$ cat config.mk
export PLATFORM = sky130hd
export DESIGN_NAME = uartTxTop
export DESIGN_NICKNAME = d
export VERILOG_FILES = /design/src/uartPkg.sv /design/src/fmtPkg.sv /design/src/baudTimer.sv /design/src/decAsciiConv.sv /design/src/txShifter.sv /design/src/txFsm.sv /design/src/uartTxTop.sv
export VERILOG_INCLUDE_DIRS = /design/src /design/src/include
export SDC_FILE = /design/constraint.sdc
export NUM_CORES = 1
export LEC_CHECK = 0
export CAP_MARGIN = 40
export CORE_UTILIZATION = 48
export DETAILED_ROUTE_END_ITERATION = 6
export DONT_BUFFER_PORTS = 1
export PLACE_DENSITY = 0.65
export SYNTH_ARGS = -nofsm -noshare
export SYNTH_HDL_FRONTEND = slang
export SYNTH_SLANG_ARGS = --single-unit
$ cat constraint.sdc
create_clock -name iSysClk -period 1.85 [get_ports iSysClk]
set_input_delay 0.185 -clock iSysClk [delete_from_list [all_inputs] [get_ports iSysClk]]
set_output_delay 0.185 -clock iSysClk [all_outputs]
set_load 0.01 [all_outputs]
$ cat src/include/uart_config.svh
//----------------------------------------------------------
// build-time settings for the UART text transmitter
// UART_CLK_DIV must be 2 or more
// UART_VALUE_BITS above 9 overflows the three decimal digits
//----------------------------------------------------------
`ifndef UART_CONFIG_SVH
`define UART_CONFIG_SVH

// system clocks per serial bit
// kept small so a simulation run stays short
`define UART_CLK_DIV 4

// width of the binary value sent as text
// 8 bits gives 0..255, always printed as three digits
`define UART_VALUE_BITS 8

`endif

$ cat src/uartPkg.sv
//----------------------------------------------------------
// serial line protocol types, 8N1 framing only
// no parity and no second stop bit
//----------------------------------------------------------
`default_nettype none

package uartPkg;

    localparam int DATA_BITS = 8;   // data bits per frame

    // transmitter FSM
    typedef enum logic [2:0] {
        txIdle,
        txConvert,     // waiting on the decimal converter
        txLoad,        // one cycle, character into the shifter
        txStart,
        txData,
        txStop
    } txState_t;

    // level that the line register takes next
    typedef enum logic [1:0] {
        lineIdle,      // high
        lineStart,     // low
        lineData,      // current data bit
        lineStop       // high
    } lineSel_t;

endpackage

`default_nettype wire

$ cat src/fmtPkg.sv
//----------------------------------------------------------
// text format of one message
// three decimal digits with leading zeros, then a line feed
//----------------------------------------------------------
`default_nettype none

package fmtPkg;

    typedef logic [7:0] asciiChar_t;
    typedef logic [1:0] charIdx_t;     // 0..3 within a message
    typedef logic [3:0] bcdDigit_t;

    localparam int MSG_CHARS  = 4;             // digits plus line feed
    localparam int NUM_DIGITS = MSG_CHARS - 1;

    localparam asciiChar_t ASCII_ZERO = 8'h30;
    localparam asciiChar_t ASCII_LF   = 8'h0a;

endpackage

`default_nettype wire

$ cat src/baudTimer.sv
//----------------------------------------------------------
// bit period timer, one tick every UART_CLK_DIV clocks
// held at zero while timerRun is low, so the first tick
// after a restart always comes a full period later
//----------------------------------------------------------
`timescale 1ns/1ps
`default_nettype none

`include "uart_config.svh"

module baudTimer (
    input  wire  iSysClk,
    input  wire  arstN,
    input  wire  timerRun,
    output logic bitTick
);

    localparam int DIV_W = $clog2(`UART_CLK_DIV);
    localparam logic [DIV_W-1:0] LAST_CNT = DIV_W'(`UART_CLK_DIV - 1);

    logic [DIV_W-1:0] divCnt;

    always_ff @(posedge iSysClk or negedge arstN)
    begin
        if (!arstN)
            divCnt <= '0;
        else if (!timerRun || bitTick)
            divCnt <= '0;              // restart of frame or wrap
        else
            divCnt <= divCnt + 1'b1;
    end

    assign bitTick = timerRun && (divCnt == LAST_CNT);  // terminal count

endmodule

`default_nettype wire

$ cat src/decAsciiConv.sv
//----------------------------------------------------------
// binary to three ASCII decimal digits by double dabble
// one input bit per cycle, convDone UART_VALUE_BITS cycles
// after convStart; digits hold until the next convStart
//----------------------------------------------------------
`timescale 1ns/1ps
`default_nettype none

`include "uart_config.svh"

module decAsciiConv (
    input  wire                          iSysClk,
    input  wire                          arstN,
    input  wire                          convStart,
    input  wire [`UART_VALUE_BITS-1:0]   value,
    output logic                         convDone,
    input  wire fmtPkg::charIdx_t        charIdx,
    output fmtPkg::asciiChar_t           asciiChar
);

    import fmtPkg::*;

    localparam int VAL_W = `UART_VALUE_BITS;
    localparam int CNT_W = $clog2(VAL_W);
    localparam int DIG_W = 4 * NUM_DIGITS;
    localparam logic [CNT_W-1:0] LAST_STEP = CNT_W'(VAL_W - 1);

    logic             busy;
    logic [CNT_W-1:0] stepCnt;
    logic [VAL_W-1:0] binReg;    // bits still to shift in, msb first
    logic [DIG_W-1:0] bcdReg;    // hundreds in the top nibble
    logic [DIG_W-1:0] bcdAdj;
    bcdDigit_t        selDigit;

    //----------------------------------------------------------
    // step control
    //----------------------------------------------------------
    always_ff @(posedge iSysClk or negedge arstN)
    begin
        if (!arstN)
        begin
            busy    <= 1'b0;
            stepCnt <= '0;
        end
        else if (convStart)
        begin
            busy    <= 1'b1;
            stepCnt <= '0;
        end
        else if (busy)
        begin
            stepCnt <= stepCnt + 1'b1;
            if (stepCnt == LAST_STEP)
                busy <= 1'b0;
        end
    end

    assign convDone = busy && (stepCnt == LAST_STEP);  // last step this cycle

    //----------------------------------------------------------
    // shift and add-3
    //----------------------------------------------------------
    always_comb
    begin
        for (int d = 0; d < NUM_DIGITS; d++)
            bcdAdj[4*d +: 4] = (bcdReg[4*d +: 4] > 4'd4) ? bcdReg[4*d +: 4] + 4'd3
                                                          : bcdReg[4*d +: 4];
    end

    always_ff @(posedge iSysClk)
    begin
        if (convStart)
        begin
            binReg <= value;
            bcdReg <= '0;
        end
        else if (busy)
            {bcdReg, binReg} <= {bcdAdj[DIG_W-2:0], binReg, 1'b0};
    end

    // character select, index 0 is the hundreds digit
    always_comb
    begin
        selDigit = '0;
        for (int d = 0; d < NUM_DIGITS; d++)
            if (charIdx == charIdx_t'(d))
                selDigit = bcdReg[4*(NUM_DIGITS-1-d) +: 4];
        if (charIdx == charIdx_t'(MSG_CHARS - 1))
            asciiChar = ASCII_LF;
        else
            asciiChar = ASCII_ZERO + asciiChar_t'(selDigit);
    end

endmodule

`default_nettype wire

$ cat src/txShifter.sv
//----------------------------------------------------------
// character shift register and registered line output
// txLine trails lineSel by one clock and is high from reset
//----------------------------------------------------------
`timescale 1ns/1ps
`default_nettype none

module txShifter (
    input  wire                      iSysClk,
    input  wire                      arstN,
    input  wire                      load,
    input  wire                      shift,
    input  wire fmtPkg::asciiChar_t  loadChar,
    input  wire uartPkg::lineSel_t   lineSel,
    output logic                     txLine
);

    import uartPkg::*;
    import fmtPkg::*;

    asciiChar_t charReg;   // bit 0 is the current data bit

    always_ff @(posedge iSysClk)
    begin
        if (load)
            charReg <= loadChar;
        else if (shift)
            charReg <= {1'b1, charReg[7:1]};   // lsb first
    end

    always_ff @(posedge iSysClk or negedge arstN)
    begin
        if (!arstN)
            txLine <= 1'b1;
        else
        begin
            case (lineSel)
                lineStart: txLine <= 1'b0;
                lineData:  txLine <= charReg[0];
                default:   txLine <= 1'b1;     // idle and stop
            endcase
        end
    end

endmodule

`default_nettype wire

$ cat src/txFsm.sv
//----------------------------------------------------------
// message sequencer: convert, then four 8N1 frames
// send is taken only while ready is high, ignored otherwise
// ready is low from the cycle after acceptance until the
// cycle after the last stop bit tick
//----------------------------------------------------------
`timescale 1ns/1ps
`default_nettype none

module txFsm (
    input  wire                 iSysClk,
    input  wire                 arstN,
    input  wire                 send,
    input  wire                 convDone,
    input  wire                 bitTick,
    output logic                convStart,
    output fmtPkg::charIdx_t    charIdx,
    output logic                load,
    output logic                shift,
    output uartPkg::lineSel_t   lineSel,
    output logic                timerRun,
    output logic                ready
);

    import uartPkg::*;
    import fmtPkg::*;

    localparam int BIT_W = $clog2(DATA_BITS);
    localparam logic [BIT_W-1:0] LAST_BIT  = BIT_W'(DATA_BITS - 1);
    localparam charIdx_t         LAST_CHAR = charIdx_t'(MSG_CHARS - 1);

    txState_t         state;
    logic [BIT_W-1:0] dataCnt;
    charIdx_t         charCnt;

    //----------------------------------------------------------
    // state and counters
    //----------------------------------------------------------
    always_ff @(posedge iSysClk or negedge arstN)
    begin
        if (!arstN)
        begin
            state   <= txIdle;
            dataCnt <= '0;
            charCnt <= '0;
        end
        else
        begin
            case (state)
                txIdle:
                begin
                    if (send)
                    begin
                        state   <= txConvert;
                        charCnt <= '0;
                    end
                end
                txConvert:
                    if (convDone)
                        state <= txLoad;
                txLoad:
                begin
                    state   <= txStart;        // timer starts from zero here
                    dataCnt <= '0;
                end
                txStart:
                    if (bitTick)
                        state <= txData;
                txData:
                begin
                    if (bitTick)
                    begin
                        if (dataCnt == LAST_BIT)
                            state <= txStop;
                        else
                            dataCnt <= dataCnt + 1'b1;
                    end
                end
                txStop:
                begin
                    if (bitTick)
                    begin
                        if (charCnt == LAST_CHAR)
                            state <= txIdle;   // line feed was the last one
                        else
                        begin
                            charCnt <= charCnt + 1'b1;
                            state   <= txLoad;
                        end
                    end
                end
                default: state <= txIdle;
            endcase
        end
    end

    //----------------------------------------------------------
    // outputs, decoded from state
    //----------------------------------------------------------
    assign ready     = (state == txIdle);
    assign convStart = ready && send;
    assign load      = (state == txLoad);
    assign charIdx   = charCnt;
    assign timerRun  = (state == txStart) || (state == txData) || (state == txStop);

    // advance to the next bit, not after the last one
    assign shift = (state == txData) && bitTick && (dataCnt != LAST_BIT);

    always_comb
    begin
        case (state)
            txStart: lineSel = lineStart;
            txData:  lineSel = lineData;
            txStop:  lineSel = lineStop;
            default: lineSel = lineIdle;
        endcase
    end

endmodule

`default_nettype wire

$ cat src/uartTxTop.sv
//----------------------------------------------------------
// UART transmitter that prints a value as decimal text
// send is a one-cycle pulse, dropped while ready is low
// each message is three digits and a line feed, 8N1
//----------------------------------------------------------
`timescale 1ns/1ps
`default_nettype none

`include "uart_config.svh"

module uartTxTop (
    input  wire                          iSysClk,
    input  wire                          arstN,
    input  wire                          send,
    input  wire [`UART_VALUE_BITS-1:0]   value,
    output wire                          txLine,
    output wire                          ready
);

    import uartPkg::*;
    import fmtPkg::*;

    logic       convStart;
    logic       convDone;
    logic       bitTick;
    logic       timerRun;
    logic       load;
    logic       shift;
    charIdx_t   charIdx;
    asciiChar_t asciiChar;
    lineSel_t   lineSel;

    baudTimer timer_i (
        .iSysClk  (iSysClk),
        .arstN    (arstN),
        .timerRun (timerRun),
        .bitTick  (bitTick)
    );

    decAsciiConv conv_i (
        .iSysClk   (iSysClk),
        .arstN     (arstN),
        .convStart (convStart),
        .value     (value),
        .convDone  (convDone),
        .charIdx   (charIdx),
        .asciiChar (asciiChar)
    );

    txShifter shifter_i (
        .iSysClk  (iSysClk),
        .arstN    (arstN),
        .load     (load),
        .shift    (shift),
        .loadChar (asciiChar),
        .lineSel  (lineSel),
        .txLine   (txLine)
    );

    txFsm fsm_i (
        .iSysClk   (iSysClk),
        .arstN     (arstN),
        .send      (send),
        .convDone  (convDone),
        .bitTick   (bitTick),
        .convStart (convStart),
        .charIdx   (charIdx),
        .load      (load),
        .shift     (shift),
        .lineSel   (lineSel),
        .timerRun  (timerRun),
        .ready     (ready)
    );

endmodule

`default_nettype wire

==> key figures <==
Critical path
  • Worst-path maximum fanout: 16
  • CP bufs+invs: 0
  • Worst EP arrival: around 1.7 ns
  • Slowest Stage Delay on Critical Path: approximately 0.67 ns
  • Critical path class: flip-flop to flip-flop
  • Crit path max-delay cell type: or4b_4
  • Worst endpoint required time: approximately 1.8 ns
  • CP Cell Sequence: or4b_4 > nand2_1
  • Critical Path End Type: flip-flop
  • CP delay by family, top: simple AND/OR/NAND/NOR gates
  • Critical path launch point type: flip-flop

Yosys
  • Post-Synth Simple-Gate Area: 0.174
  • Synth async-reset ratio: 0.349
  • Avg Cell Area, Syn: roughly 10 um^2
  • Sequential share of the synthesized area: 0.473
  • Ys flop type: edfxtp_1
  • Largest area contributor in the netlist: edfxtp_1
  • Syn_nets: ~250
  • Mapped Area: 2320 um^2
  • Yosys warns: 0
  • Number of synthesized flops with an enable pin: 16
  • Synth Area in Adders: 0.0648
  • Synth Area in XOR/XNOR: 0.00756
  • Synth Area in Compound Gates: 0.152
  • Synth top area share: 0.207
  • Main area contributors after synthesis: edfxtp_1 21%, dfrtp_1 15%, dfxtp_1 10%, ha_1 6.5%, mux2i_1 3.5%
  • Synth unique cells: 47
  • Post-Syn Instances: 228
  • Multiplexer share of the synthesized area: 0.0702
  • Post-synthesis register bit count: 43
  • Largest family of logic cells by synthesized area: simple AND/OR/NAND/NOR gates

CTS
  • Cts bufs inserted: 5
  • Worst-Skew Late Latency: 0.30 ns
  • CTS max path bufs: 2
  • Resize count post-CTS: 0
  • CTS tree: done
  • Clk pin slew, worst setup/hold paths: 0.09 ns
  • TritonCTS Sinks: 43
  • Root Driver: clkbuf_8
  • CTS H-Tree Depth: 2

STA
  • Slew HR: 0.526
  • Sum of negative setup slack: 0 ns
  • Fmax: 581 MHz
  • Final Hold Viols: 0
  • Layout Skew: roughly 0.0068 ns
  • Max Transition Viols Final: 0
  • Tmin final: 1.72 ns
  • Crit share post-route: 0.930
  • Unrepaired setup endpoints after global routing: no
  • Measured slew at the worst slew-check pin: 0.709 ns
  • Final setup viols: 0

Route
  • WL/cell: 14.9 um
  • Final ANT Viol Nets: 0
  • Vias/cell: 5.71
  • Residual DRC: 0
  • DR iter-0 viols: 103
  • Metal-1 WL: 2180 um
  • Top routing layer used: met4
  • Met3 WL: 160 um
  • Routed length on met2: about 1800 um
  • Vias: 1623
  • Routed Wire Length: between 4000 and 5000 um
  • Drt pass-1 iters: 5

GRT
  • Initial antenna violation count: 0
  • First-pass GRT wire length: roughly 7400 um
  • GRT Util Overall: 0.192
  • Number of global-route vias before repair: 1541
  • Total gr overflow: 0
  • Largest net degree at the start of global routing: 21

Floorplan
  • Die Footprint: between 5000 and 6000 um^2
  • Core Box Area: 4500 um^2
  • I/O Pins: 13
  • Core Rows: 24
  • Die span in x: a little over 70 um
  • Die Span Y: 71.5 um
  • Initial core utilization: 0.515

Placed design
  • Post-detail-place hpwl: 2870 um
  • DP Cell Count: 275
  • I/O Buffers: 0
  • Final GP Congestion: 0.811

Pwr
  • Maximum vdd drop: 568 uV
  • LEAKAGE: 1.03 nW
  • PD cells: 1660 nW/um^2

Finish
  • Leading cell type in the layout, fill and taps excluded: nand2_1
  • Layout cells sized above 1: 0.116
  • Commonest cells after routing, fill and taps aside: 20 x nand2_1, 16 x edfxtp_1, 15 x inv_1
  • Final #Nets: 254
  • Fill count: 417
  • N_diodes: 0
  • Area Growth Syn to Fin: 8.42%
  • Non-filler instance count after layout: about 280

Job
  • Max-cap violations: 0

Hold path
  • Worst Hold Class: primary input to flip-flop

Outcome
  • Status: finished clean
-- where the power goes --
group          internal [mW]  switching [mW]  total, mW
clock                  0.538           0.337      0.876
combinational          0.735           0.870       1.60
sequential              1.43           0.253       1.68
-- worst reg2reg max path, stage by stage, from the launching register on --
cell and delay [ns]:
dfrtp_1 0.40, or4b_4 0.67, nand2_1 0.33
-- through the flow --
step	cell area (um^2)	hold slack [ns]	utilization	worst slack, ns	power, mW
floorplan	2320	-0.111	-	0.0161	2.94
global placement	2370	-0.110	0.526	0.148	3.27
detailed placement	2370	-0.110	0.526	0.130	3.29
CTS	2510	0.0890	0.558	0.129	4.19
global route	2510	0.0805	0.558	0.0278	4.52
finish	2510	0.0939	0.558	0.129	4.16
-- registers in the layout, indices dropped and copies added, names as in the netlist, 2 cells and up --
| name | cells |
|---|---|
| timer_i.divCnt | 2 |
| shifter_i.charReg | 8 |
| fsm_i.charIdx | 2 |
| fsm_i.state | 3 |
| fsm_i.dataCnt | 3 |
| conv_i.bcdReg | 12 |
| conv_i.stepCnt | 3 |
| conv_i.binReg | 8 |
-- synth_stat cells (all sizes together), types with 2 or more instances --
cell type,count
a31oi,5
o21a,4
o21ai,14
nor2b,9
and2,2
a22o,2
or3,2
mux2,7
a21oi,12
and3b,2
o211ai,2
ha,12
dfxtp,12
a211oi,3
nand3,7
buf,4
nor3b,2
edfxtp,16
nand2b,3
nor2,6
inv,15
xnor2,2
nand3b,3
dfrtp,14
mux2i,8
o31ai,4
o22ai,5
nor3,5
nand2,20
o22a,2
or4,3
clkbuf,9
-- metal layers --
layer / GRT usage / vias to the layer above
li1: - / 837
met1: 0.271 / 755
met2: 0.284 / 25
met3: 0.0422 / 6
met4: 0.0915 / 0
met5: 0 / -
-- final cells by class --
cell class,instances,area [um^2],area share
Clock inverter,3,67.6,0.0269
Sequential cell,43,1100,0.437
Clock buffer,5,68.8,0.0274
Multi-Input combinational cell,156,1080,0.432
Inverter,16,60.1,0.0239
Tap cell,52,65.1,0.0259
Timing Repair Buffer,9,70.1,0.0279
-- cells by family after synthesis --
family	count (synthesis)
AOI/OAI and AO/OA	56
xor gates and xnor gates	2
adders and majority gates	12
buffers and inverters	29
DFF	43
muxes	15
and+or+nand+nor	71
-- repair_timing --
action                                 4_1_cts  5_1_grt
setup buffers                                0        0
endpoints found under the hold margin       15        0
setup endpoints to repair                    0        0
hold buffers                                 1        0
-- path summary, 6_finish.rpt --
| check | slack [ns] | start | end | cells after the start |
|---|---|---|---|---|
| max | 0.13 | fsm_i.state[0] | conv_i.binReg[3] | 2 |
| min | 0.09 | value[5] | conv_i.binReg[5] | 1 |
| max reg2reg | 0.13 | fsm_i.state[0] | conv_i.binReg[3] | 2 |
| min reg2reg | 0.44 | timer_i.divCnt[0] | timer_i.divCnt[0] | 1 |
| max in group asynchronous | 1.03 | arstN | fsm_i.charIdx[0] | 1 |
| min in group asynchronous | 0.37 | arstN | conv_i.stepCnt[1] | 1 |
Power figures use the tool's default switching activity.
